**config.mk**
```make
export PLATFORM = sky130hd
export DESIGN_NAME = gap_fc_top
export DESIGN_NICKNAME = d
export VERILOG_FILES = /design/src/verilog/gap_fc_pkg.sv /design/src/verilog/chan_buf_if.sv /design/src/verilog/chan_pingpong.sv /design/src/verilog/fc_layer.sv /design/src/verilog/gap_fc_top.sv /design/src/verilog/gap_pool.sv /design/src/verilog/param_regs.sv
export SDC_FILE = /design/constraint.sdc
export NUM_CORES = 2
export LEC_CHECK = 0
export BUFFER_PORTS_ARGS = -buffer_cell sky130_fd_sc_hd__buf_2
export CORE_UTILIZATION = 32
export CTS_BUF_LIST = sky130_fd_sc_hd__clkbuf_16
export DETAILED_ROUTE_END_ITERATION = 10
export GPL_TIMING_DRIVEN = 1
export PLACE_DENSITY = 0.56
export SYNTH_ARGS = -nofsm -noshare
export SYNTH_HDL_FRONTEND = slang
export SYNTH_SLANG_ARGS = --single-unit
```
**constraint.sdc**
```tcl
create_clock -name clk -period 23.6 [get_ports clk]
set_input_delay 3.54 -clock clk [delete_from_list [all_inputs] [get_ports clk]]
set_output_delay 3.54 -clock clk [all_outputs]
set_load 0.03 [all_outputs]
```
**src/verilog/gap_fc_pkg.sv**
```systemverilog
package gap_fc_pkg;

    localparam int DATA_W    = 8;
    localparam int ACC_W     = 32;
    localparam int ADDR_W    = 16;
    localparam int DIM_W     = 16;
    localparam int IN_CH     = 8;
    localparam int OUT_CH    = 4;
    localparam int CH_IDX_W  = 3;
    localparam int OUT_IDX_W = 2;
    localparam int PW_ADDR_W = 8;
    localparam int SEL_W     = 2;

    localparam logic [SEL_W-1:0] SEL_FC_W    = 2'd0;
    localparam logic [SEL_W-1:0] SEL_FC_RQ   = 2'd1;
    localparam logic [SEL_W-1:0] SEL_FC_BIAS = 2'd2;
    localparam logic [SEL_W-1:0] SEL_GAP_RQ  = 2'd3;

    localparam int POOL_ST_W = 2;
    localparam logic [POOL_ST_W-1:0] PS_IDLE  = 2'd0;
    localparam logic [POOL_ST_W-1:0] PS_READ  = 2'd1;
    localparam logic [POOL_ST_W-1:0] PS_DRAIN = 2'd2;
    localparam logic [POOL_ST_W-1:0] PS_WRITE = 2'd3;

    localparam int FC_ST_W = 3;
    localparam logic [FC_ST_W-1:0] FS_IDLE = 3'd0;
    localparam logic [FC_ST_W-1:0] FS_BIAS = 3'd1;
    localparam logic [FC_ST_W-1:0] FS_MAC  = 3'd2;
    localparam logic [FC_ST_W-1:0] FS_EMIT = 3'd3;
    localparam logic [FC_ST_W-1:0] FS_REL  = 3'd4;

    typedef logic signed [DATA_W-1:0] act_t;
    typedef logic signed [ACC_W-1:0]  acc_t;

    typedef struct packed {
        logic [10:0]        pad;
        logic [4:0]         shift;
        logic signed [15:0] mult;
    } rq_t;

    typedef union packed {
        act_t [3:0] w;                          // lane 0 sits in the low byte
        rq_t        rq;
    } param_word_u;

    function automatic act_t requant(acc_t acc, rq_t rq);
        logic signed [15:0] mult;
        logic signed [47:0] prod;
        logic signed [47:0] shifted;
        mult = rq.mult;
        prod = acc * mult;
        shifted = prod >>> rq.shift;            // arithmetic shift rounds toward minus infinity
        if (shifted > 127) begin
            return act_t'(127);
        end
        if (shifted < -128) begin
            return act_t'(-128);
        end
        return shifted[DATA_W-1:0];
    endfunction

endpackage

```
**src/verilog/chan_buf_if.sv**
```systemverilog
`timescale 1ns/1ps

interface chan_buf_if;
    import gap_fc_pkg::*;

    logic                wr_en;
    logic [CH_IDX_W-1:0] wr_idx;
    act_t                wr_data;
    logic                wr_last;        // marks the final channel and closes the write bank
    logic                wr_ready;
    logic [CH_IDX_W-1:0] rd_idx;
    act_t                rd_data;
    logic                rd_valid;
    logic                rd_release;     // one cycle pulse frees the read bank

    modport pool (
        output wr_en, wr_idx, wr_data, wr_last,
        input  wr_ready
    );

    modport store (
        input  wr_en, wr_idx, wr_data, wr_last, rd_idx, rd_release,
        output wr_ready, rd_data, rd_valid
    );

    modport cls (
        output rd_idx, rd_release,
        input  rd_data, rd_valid
    );

endinterface

```
**src/verilog/chan_pingpong.sv**
```systemverilog
`timescale 1ns/1ps

module chan_pingpong (
    input  logic       clk,
    input  logic       rst_n,
    chan_buf_if.store  cbuf
);
    import gap_fc_pkg::*;

    act_t       mem [2][IN_CH];
    logic [1:0] full;
    logic       wr_ptr;
    logic       rd_ptr;

    always_ff @(posedge clk) begin
        if (cbuf.wr_en) begin
            mem[wr_ptr][cbuf.wr_idx] <= cbuf.wr_data;
        end
    end

    // the write bank is always empty and the read bank full, so both may change at once
    always_ff @(posedge clk or negedge rst_n) begin
        if (!rst_n) begin
            full   <= '0;
            wr_ptr <= 1'b0;
            rd_ptr <= 1'b0;
        end else begin
            if (cbuf.wr_en && cbuf.wr_last) begin
                full[wr_ptr] <= 1'b1;
                wr_ptr       <= !wr_ptr;
            end
            if (cbuf.rd_release) begin
                full[rd_ptr] <= 1'b0;
                rd_ptr       <= !rd_ptr;
            end
        end
    end

    assign cbuf.wr_ready = !full[wr_ptr];
    assign cbuf.rd_valid = full[rd_ptr];
    assign cbuf.rd_data  = mem[rd_ptr][cbuf.rd_idx];           // read is combinational

endmodule

```
**src/verilog/fc_layer.sv**
```systemverilog
`timescale 1ns/1ps

module fc_layer (
    input  logic                             clk,
    input  logic                             rst_n,
    chan_buf_if.cls                          cbuf,
    output logic [gap_fc_pkg::OUT_IDX_W-1:0] w_out_idx,
    output logic [gap_fc_pkg::CH_IDX_W-1:0]  w_in_idx,
    input  gap_fc_pkg::act_t                 w_byte,
    input  gap_fc_pkg::acc_t                 fc_bias,
    input  gap_fc_pkg::rq_t                  fc_rq,
    output logic                             res_valid,
    output logic [gap_fc_pkg::OUT_IDX_W-1:0] res_idx,
    output gap_fc_pkg::act_t                 res_data,
    output logic                             done
);
    import gap_fc_pkg::*;

    logic [FC_ST_W-1:0]   state;
    logic [OUT_IDX_W-1:0] out_idx;
    logic [CH_IDX_W-1:0]  in_idx;
    logic                 last_in;
    logic                 last_out;
    acc_t                 acc;
    acc_t                 prod;

    assign last_in  = in_idx == CH_IDX_W'(IN_CH - 1);
    assign last_out = out_idx == OUT_IDX_W'(OUT_CH - 1);
    assign prod     = cbuf.rd_data * w_byte;

    assign w_out_idx   = out_idx;
    assign w_in_idx    = in_idx;
    assign cbuf.rd_idx = in_idx;                               // same index walks buffer and weights

    assign res_valid = state == FS_EMIT;
    assign res_idx   = out_idx;
    assign res_data  = requant(acc, fc_rq);

    assign cbuf.rd_release = state == FS_REL;
    assign done            = state == FS_REL;

    always_ff @(posedge clk) begin
        if (state == FS_BIAS) begin
            acc <= fc_bias;
        end else if (state == FS_MAC) begin
            acc <= acc + prod;
        end
    end

    always_ff @(posedge clk or negedge rst_n) begin
        if (!rst_n) begin
            state   <= FS_IDLE;
            out_idx <= '0;
            in_idx  <= '0;
        end else begin
            case (state)
                FS_IDLE: begin
                    if (cbuf.rd_valid) begin
                        out_idx <= '0;
                        state   <= FS_BIAS;
                    end
                end
                FS_BIAS: begin
                    in_idx <= '0;
                    state  <= FS_MAC;
                end
                FS_MAC: begin
                    in_idx <= in_idx + CH_IDX_W'(1);
                    if (last_in) begin
                        state <= FS_EMIT;
                    end
                end
                FS_EMIT: begin
                    out_idx <= out_idx + OUT_IDX_W'(1);
                    state   <= last_out ? FS_REL : FS_BIAS;
                end
                default: begin
                    state <= FS_IDLE;                          // bank is handed back this cycle
                end
            endcase
        end
    end

endmodule

```
**src/verilog/gap_fc_top.sv**
```systemverilog
`timescale 1ns/1ps

module gap_fc_top (
    input  logic                             clk,
    input  logic                             rst_n,
    input  logic                             start,
    input  logic [gap_fc_pkg::DIM_W-1:0]     pix_count,
    input  logic [gap_fc_pkg::ADDR_W-1:0]    fm_base,
    output logic                             busy,
    output logic                             done,
    output logic                             fm_rd_en,
    output logic [gap_fc_pkg::ADDR_W-1:0]    fm_rd_addr,
    input  gap_fc_pkg::act_t                 fm_rd_data,
    input  logic                             param_wr_en,
    input  logic [gap_fc_pkg::SEL_W-1:0]     param_wr_sel,
    input  logic [gap_fc_pkg::PW_ADDR_W-1:0] param_wr_addr,
    input  logic [31:0]                      param_wr_data,
    output logic                             res_valid,
    output logic [gap_fc_pkg::OUT_IDX_W-1:0] res_idx,
    output gap_fc_pkg::act_t                 res_data
);
    import gap_fc_pkg::*;

    rq_t                  gap_rq;
    rq_t                  fc_rq;
    act_t                 w_byte;
    acc_t                 fc_bias;
    logic [OUT_IDX_W-1:0] w_out_idx;
    logic [CH_IDX_W-1:0]  w_in_idx;

    chan_buf_if u_chan ();

    param_regs u_params (
        .clk(clk),
        .rst_n(rst_n),
        .param_wr_en(param_wr_en),
        .param_wr_sel(param_wr_sel),
        .param_wr_addr(param_wr_addr),
        .param_wr_data(param_wr_data),
        .gap_rq(gap_rq),
        .w_out_idx(w_out_idx),
        .w_in_idx(w_in_idx),
        .w_byte(w_byte),
        .fc_bias(fc_bias),
        .fc_rq(fc_rq)
    );

    gap_pool u_pool (
        .clk(clk),
        .rst_n(rst_n),
        .start(start),
        .pix_count(pix_count),
        .fm_base(fm_base),
        .gap_rq(gap_rq),
        .busy(busy),
        .fm_rd_en(fm_rd_en),
        .fm_rd_addr(fm_rd_addr),
        .fm_rd_data(fm_rd_data),
        .cbuf(u_chan.pool)
    );

    chan_pingpong u_buf (
        .clk(clk),
        .rst_n(rst_n),
        .cbuf(u_chan.store)
    );

    fc_layer u_fc (
        .clk(clk),
        .rst_n(rst_n),
        .cbuf(u_chan.cls),
        .w_out_idx(w_out_idx),
        .w_in_idx(w_in_idx),
        .w_byte(w_byte),
        .fc_bias(fc_bias),
        .fc_rq(fc_rq),
        .res_valid(res_valid),
        .res_idx(res_idx),
        .res_data(res_data),
        .done(done)
    );

endmodule

```
**src/verilog/gap_pool.sv**
```systemverilog
`timescale 1ns/1ps

module gap_pool (
    input  logic                          clk,
    input  logic                          rst_n,
    input  logic                          start,
    input  logic [gap_fc_pkg::DIM_W-1:0]  pix_count,
    input  logic [gap_fc_pkg::ADDR_W-1:0] fm_base,
    input  gap_fc_pkg::rq_t               gap_rq,
    output logic                          busy,
    output logic                          fm_rd_en,
    output logic [gap_fc_pkg::ADDR_W-1:0] fm_rd_addr,
    input  gap_fc_pkg::act_t              fm_rd_data,
    chan_buf_if.pool                      cbuf
);
    import gap_fc_pkg::*;

    logic [POOL_ST_W-1:0] state;
    logic [DIM_W-1:0]     pix_q;
    logic [DIM_W-1:0]     pix_idx;
    logic [ADDR_W-1:0]    rd_addr;
    logic [CH_IDX_W-1:0]  ch_idx;
    logic                 data_vld;
    logic                 last_pix;
    logic                 last_ch;
    logic                 accept;
    acc_t                 sum;

    assign last_pix = pix_idx == pix_q - DIM_W'(1);
    assign last_ch  = ch_idx == CH_IDX_W'(IN_CH - 1);
    assign busy     = (state != PS_IDLE) || !cbuf.wr_ready;    // no free bank counts as busy
    assign accept   = start && !busy;

    assign fm_rd_en   = state == PS_READ;
    assign fm_rd_addr = rd_addr;

    assign cbuf.wr_en   = state == PS_WRITE;
    assign cbuf.wr_idx  = ch_idx;
    assign cbuf.wr_data = requant(sum, gap_rq);
    assign cbuf.wr_last = (state == PS_WRITE) && last_ch;

    // channels are contiguous in memory so one running address covers the map
    always_ff @(posedge clk) begin
        if (accept) begin
            pix_q   <= pix_count;
            rd_addr <= fm_base;
        end else if (fm_rd_en) begin
            rd_addr <= rd_addr + ADDR_W'(1);
        end
    end

    always_ff @(posedge clk or negedge rst_n) begin
        if (!rst_n) begin
            state    <= PS_IDLE;
            pix_idx  <= '0;
            ch_idx   <= '0;
            data_vld <= 1'b0;
            sum      <= '0;
        end else begin
            data_vld <= fm_rd_en;                              // memory answers one cycle later
            if (data_vld) begin
                sum <= sum + acc_t'(fm_rd_data);
            end
            case (state)
                PS_IDLE: begin
                    if (accept) begin
                        pix_idx <= '0;
                        ch_idx  <= '0;
                        state   <= PS_READ;
                    end
                end
                PS_READ: begin
                    pix_idx <= pix_idx + DIM_W'(1);
                    if (last_pix) begin
                        pix_idx <= '0;
                        state   <= PS_DRAIN;
                    end
                end
                PS_DRAIN: begin
                    state <= PS_WRITE;                         // last pixel lands in sum here
                end
                default: begin
                    sum    <= '0;
                    ch_idx <= ch_idx + CH_IDX_W'(1);
                    state  <= last_ch ? PS_IDLE : PS_READ;
                end
            endcase
        end
    end

endmodule

```
**src/verilog/param_regs.sv**
```systemverilog
`timescale 1ns/1ps

module param_regs (
    input  logic                             clk,
    input  logic                             rst_n,
    input  logic                             param_wr_en,
    input  logic [gap_fc_pkg::SEL_W-1:0]     param_wr_sel,
    input  logic [gap_fc_pkg::PW_ADDR_W-1:0] param_wr_addr,
    input  logic [31:0]                      param_wr_data,
    output gap_fc_pkg::rq_t                  gap_rq,
    input  logic [gap_fc_pkg::OUT_IDX_W-1:0] w_out_idx,
    input  logic [gap_fc_pkg::CH_IDX_W-1:0]  w_in_idx,
    output gap_fc_pkg::act_t                 w_byte,
    output gap_fc_pkg::acc_t                 fc_bias,
    output gap_fc_pkg::rq_t                  fc_rq
);
    import gap_fc_pkg::*;

    act_t        w_mem [OUT_CH*IN_CH];
    acc_t        bias_mem [OUT_CH];
    rq_t         rq_mem [OUT_CH];
    param_word_u pw;
    logic [OUT_IDX_W+CH_IDX_W-3:0] w_word;
    logic [OUT_IDX_W-1:0]          out_sel;
    logic                          w_addr_ok;
    logic                          o_addr_ok;

    assign pw        = param_wr_data;
    assign w_word    = param_wr_addr[OUT_IDX_W+CH_IDX_W-3:0];
    assign out_sel   = param_wr_addr[OUT_IDX_W-1:0];
    assign w_addr_ok = param_wr_addr < PW_ADDR_W'(OUT_CH * IN_CH / 4);
    assign o_addr_ok = param_wr_addr < PW_ADDR_W'(OUT_CH);

    always_ff @(posedge clk or negedge rst_n) begin
        if (!rst_n) begin
            for (int i = 0; i < OUT_CH * IN_CH; i++) begin
                w_mem[i] <= '0;
            end
            for (int o = 0; o < OUT_CH; o++) begin
                bias_mem[o] <= '0;
                rq_mem[o]   <= '0;
            end
            gap_rq <= '0;
        end else if (param_wr_en) begin
            case (param_wr_sel)
                SEL_FC_W: begin
                    if (w_addr_ok) begin
                        for (int l = 0; l < 4; l++) begin
                            w_mem[{w_word, 2'(l)}] <= pw.w[l]; // four weights per word
                        end
                    end
                end
                SEL_FC_RQ: begin
                    if (o_addr_ok) begin
                        rq_mem[out_sel] <= pw.rq;
                    end
                end
                SEL_FC_BIAS: begin
                    if (o_addr_ok) begin
                        bias_mem[out_sel] <= acc_t'(param_wr_data);
                    end
                end
                SEL_GAP_RQ: begin
                    gap_rq <= pw.rq;
                end
            endcase
        end
    end

    assign w_byte  = w_mem[{w_out_idx, w_in_idx}];             // byte index is o*IN_CH + i
    assign fc_bias = bias_mem[w_out_idx];
    assign fc_rq   = rq_mem[w_out_idx];

endmodule
```
; Word-level counts from Yosys, hierarchy flattened
; Memory sizes are Yosys's and may differ from the RTL's.
; Index checks and enable logic that the tools add are counted.
; Widths: inputs -> output; s select.
[word_totals]
register_bits = 663
ram_bits = 128
input_bits = 86
out_inout_bits = 30
wordCells = 247
mem_count = 1
[mem_list]
columns = memory, depth, width, rd, rd_clocked_by_memory_dff, write_ports, line_no
row1 = u_buf.mem, 2, 64, 1, 0, 1, chan_pingpong.sv:10  ; act_t mem [2][IN_CH];
[classes]
n_addsub = 8
mul = 3
order_cmp = 25
n_eq_ne = 19
shift = 2
mux = 78
bitwise = 13
n_reduce_logical = 34
[ops]
columns = operator, count
row1 = $bwmux 256, 4
row2 = $bwmux 128, 2
row3 = $mux 32, 7
row4 = $demux 8 s5, 4
row5 = $mux 8, 17
row6 = $bmux 32 s2, 2
row7 = $gt 48x8->1 const B, 2
row8 = $lt 48x8->1 const B, 2
row9 = $mul 32x16->48, 2
row10 = $sshr 48x5->48, 2
row11 = $demux 32 s2, 1
row12 = $mux 16, 4
row13 = $mux 64, 1
row14 = $mux 21, 2
row15 = $bmux 8 s5, 1
row16 = $add 16x1->16 const B, 2
row17 = $add 32x16->32, 1
row18 = $add 32x8->32, 1
row19 = $pmux 16 s2, 1
row20 = $ge 6x6->1 const B, 5
row21 = $not 5->6, 5
row22 = $bmux 8 s3, 1
row23 = $demux 8 s3, 1
row24 = $lt 6x1->1 const B, 4
row25 = 44 further kinds, 108

; Longest topological paths before layout
[logic_depth]
word_depth = 11
ltp_mapped = 37
ltp_nobuf = 31

; By module
; From an unflattened synthesis, not the netlist that was laid out.
[unflattened]
hier_cells = 8249
hier_area_um2 = 86521.7
[by_module_without_submodules]
columns = module, instances, cells_per_inst, area_per_inst_um2, seq_area_each_um2
row1 = fc_layer, 1, 3375, 29336.9, 1161.1
row2 = gap_pool, 1, 3250, 28257.1, 2312.2
row3 = param_regs, 1, 1388, 23765.3, 13613.1
row4 = chan_pingpong, 1, 236, 5162.5, 3943.8

; Least setup slack after synthesis
; No wires, ideal clock.
[synth_timing]
kind = reg-to-output
from = reg u_fc.out_idx[0] (netlist: u_fc.res_idx[0])
to = out res_data[1]
arrival_ps = 10822
required_ps = 20060
setup_slack_ps = 9238
stages_incl_launch_ff = 34
path_buffers = 7
path_cell_list = dfrtp_1 clkbuf_1 buf_2 buf_1 buf_1 mux4_2 clkbuf_1 and2_1 fa_1 inv_1 fa_1 fa_1 fa_1 fa_1 inv_1 fa_1 ha_1 clkbuf_1 a21o_1 o211a_1 a221o_1 or3_1 clkbuf_1 a211o_1 and3_1 a2111o_1 o211a_1 a211o_1 a31o_2 mux2_2 or4_1 nor4_1 a21oi_1 o21ai_0
[synth_between]
elab_chain_cells = 11
word_cells_on_any_way = 14
classes_between = mul (1) / order compare (2) / shift (1) / mux (9) / bitwise (1)
[synth_lines]
columns = item, line_no
row1 = "start, declared", fc_layer.sv:20  ; logic [OUT_IDX_W-1:0] out_idx;
row2 = "start signal, assigned", fc_layer.sv:74  ; out_idx <= out_idx + OUT_IDX_W'(1);
row3 = $not 2->3 (implied by the code) (*), param_regs.sv:72  ; assign fc_rq = rq_mem[w_out_idx];
row4 = $bmux 32 s2 (*), param_regs.sv:72
row5 = $mux 21 (implied by the code) (*) (2 in series), param_regs.sv:72
row6 = $mul 32x16->48, gap_fc_pkg.sv:51  ; prod = acc * mult;
row7 = $sshr 48x5->48 (*), gap_fc_pkg.sv:52  ; shifted = prod >>> rq.shift;
row8 = $lt 48x8->1, gap_fc_pkg.sv:56  ; if (shifted < -128) begin
row9 = $mux 1 (2 in series), gap_fc_pkg.sv:56
row10 = $mux 8, gap_fc_pkg.sv:59  ; return shifted[DATA_W-1:0];
row11 = $mux 8 (*), gap_fc_pkg.sv:56
row12 = "end, declared", gap_fc_top.sv:20  ; output gap_fc_pkg::act_t res_data
; Mark *: on every way between the ends. The rest lies on a longest branch, timed or not. The select of a mux whose other input is x is not followed.

; Worst setup path after layout
[layout_timing]
from = reg u_fc.out_idx[1] (netlist: u_fc.res_idx[1])
to = out res_data[3]
; Same word-level chain as after synthesis.

==> out/metrics.yaml <==
synth:
  synth_edf_count: 192
  ys_ff_latch: 747
  yosysSeqAreaShare_pct: 23.40
  postSynth.asyncResetShare_pct: 74.30
  netlist_instances: 8130
  synth_flop_cell: "dfrtp_1"
  synth_warnings: 0
  syn_area_sq_mm: 0.08399
  synth_area_per_cell_sq_um: 10.33
  synth_cell_types: 99
  syn-num-nets: 9667
cts:
  insertion_delay_ns: 0.71
  cts_buffers: 80
  cts.clk_slew.worst_paths_ns: 0.06
  htreeDepth: 3
  cts_tree: "done"
  cts.path.max_buffers: 3
  cts_root_buf: "clkbuf_16"
  cts_setup_buffers: 0
  cts_sinks: 747
  ctsHoldBuffers: 0
  cts_resized: 0
route:
  avgRoutedWirePerCell_um: 20.44
  dr.pass1.iters: 6
  wl_met1_um: 105600
  dr_total_vias: 59510
  dr_wl_met3_um: 9872
  antenna_left: 0
  totalWireLength_um: 235200
  via_per_inst: 5.173
  drt_iter0_drc: 3830
  wl_met2_um: 114400
  post-route-drc-count: 0
  dr.max_layer_used: "met5"
cells_and_area:
  multiInputGateArea_sq_mm: 0.05839
  drive_above_1_share_pct: 14.08
  nFillCells: 26260
  syn_to_final_growth_pct: 7.703
  most-common-layout-cells: "inv_1 (1,161), fa_1 (1,109), and2_1 (750), nand2_1 (576), mux2_2 (548)"
  regArea_sq_mm: 0.01968
  final_net_count: 9476
  final_common_cell: "inv_1"
global_routing:
  gr-total-overflow: 0
  grt_usage_pct: 17.96
  antenna_found_initial: 18
  grt_pass1_vias: 63980
  grt_pass1_wl_um: 375700
  grt_max_degree: 174
die:
  fp.dieH_um: 514.3
  rows: 187
  coreArea_sq_mm: 0.2602
  start_util_pct: 32.28
  die_w_um: 514.3
  io_pins: 116
  die_area_sq_mm: 0.2645
setup_path:
  required_ns: 20.06
  path_class: "register to output pin"
  crit_fanout: 32
  arrival_ns: 12.12
  cp-start-kind: "register"
  cp_slowest_cell: "o211ai_1"
  crit_top_cell: "fa_1"
  cpPeakStageDelay_ns: 0.78
  crit_path_end_kind: "output pin"
placed_design:
  dp_hpwl_um: 175700
  io_buffers: 115
  place.gp.congestion: 0.8975
sta:
  tightest_slew_ns: 1.265
  finalClockSkew_ns: 0.04294
  setup_tns_ns: 0
  max_slew_margin_pct: 15.46
  rsz0062_at_grt: "false"
  setup_viol: 0
  finalCriticalPeriod_ns: 15.66
  drv_slew: 0
  hold_violations: 0
  fin_crit_sh_pct: 66.35
  fmaxAchievable_mhz: 63.86
job:
  drv_cap: 0
run_status:
  status: "finished clean"
worst_hold_path:
  hp-class: "register to register"
## path summary, 6_finish.rpt
check | endpoint | slack (ns) | startpoint | cells after the start
max | res_data[3] | 7.94 | u_fc.res_idx[1] | 32
min | u_params.w_mem[11] | 0.50 | u_params.w_mem[11] | 1
max reg2reg | u_buf.mem[1][8] | 12.02 | u_params.gap_rq[1] | 23
min reg2reg | u_params.w_mem[11] | 0.50 | u_params.w_mem[11] | 1
max in group asynchronous | u_pool.sum[21] | 18.44 | rst_n | 3
min in group asynchronous | u_params.w_mem[205] | 2.83 | rst_n | 1
## final cells by class
type	instances	area share (%)
Multi-Input combinational cell	5771	64.54
Antenna cell	4	0.01106
Clock buffer	82	2.268
Sequential cell	747	21.75
Inverter	1143	4.743
Clock inverter	65	0.5145
Timing Repair Buffer	196	1.333
Tap cell	3496	4.835
## logic make-up after synthesis
kind of cell / share of synthesized area, %
buffers and inverters: 7.225
and+or+nand+nor: 13.72
muxes: 13.69
xor gates and xnor gates: 1.928
DFF: 23.40
adders and majority gates: 31.53
AOI/OAI and AO/OA: 8.509
## synthesized netlist by cell type, types with 70 or more instances
master | count | area (sq um)
and2_1 | 750 | 4692
xnor2_1 | 115 | 1007
clkbuf_1 | 404 | 1516
mux2i_1 | 114 | 1141
ha_1 | 342 | 4279
a21oi_1 | 231 | 1156
dfrtp_1 | 555 | 13890
nand2_1 | 579 | 2173
o21ai_0 | 205 | 1026
fa_1 | 1109 | 22200
nor3_1 | 93 | 465.5
inv_1 | 1140 | 4279
nand3_1 | 87 | 435.4
edfxtp_1 | 192 | 5766
mux2_2 | 548 | 6171
mux4_2 | 186 | 4189
nor2_1 | 370 | 1389
a21o_1 | 70 | 525.5
## worst max-delay path: cells and delay by family, from the launching register on
family          cells  cell delay, ns
simple gates        6            1.56
buf+inv             8            1.94
compound gates      9            3.01
fa+ha+maj           7            3.41
flops               1            0.60
mux                 2            0.86
## routing by layer
metal | GRT usage (%) | up-vias
met5 | 0 | -
met4 | 4.180 | 12
met3 | 1.919 | 300
met2 | 30.59 | 1402
met1 | 24.38 | 31170
li1 | - | 26630
## sequential cells by signal, summed over array words and instances (netlist names)
signal	flops
u_pool.sum	32
u_buf.full	2
u_fc.res_idx	2
u_pool.data_vld	1
u_pool.pix_idx	16
u_fc.cbuf.rd_idx	3
u_buf.wr_ptr	1
u_params.w_mem	256
u_params.gap_rq	21
u_pool.fm_rd_addr	16
u_fc.state	3
u_params.rq_mem	84
u_pool.state	2
u_pool.cbuf.wr_idx	3
u_buf.mem	128
u_buf.rd_ptr	1
u_pool.pix_q	16
u_params.bias_mem	128
u_fc.acc	32
## through the flow
step	area (sq um)	hold slack (ns)	setup WS (ns)	util (%)	instances
final	90460	0.4983	7.942	34.77	11500
after detailed placement	87940	0.4876	8.799	33.80	11350
after global placement	87940	0.4811	8.877	33.80	11350
after CTS	90450	0.5011	8.038	34.77	11500
after floorplan	83990	0.4736	9.238	-	8130
after global routing	90460	0.5111	7.424	34.77	11500
Power is left out: the tool's default activity adds up to more than one toggle a clock period on the data nets, which glitch-free logic cannot reach.
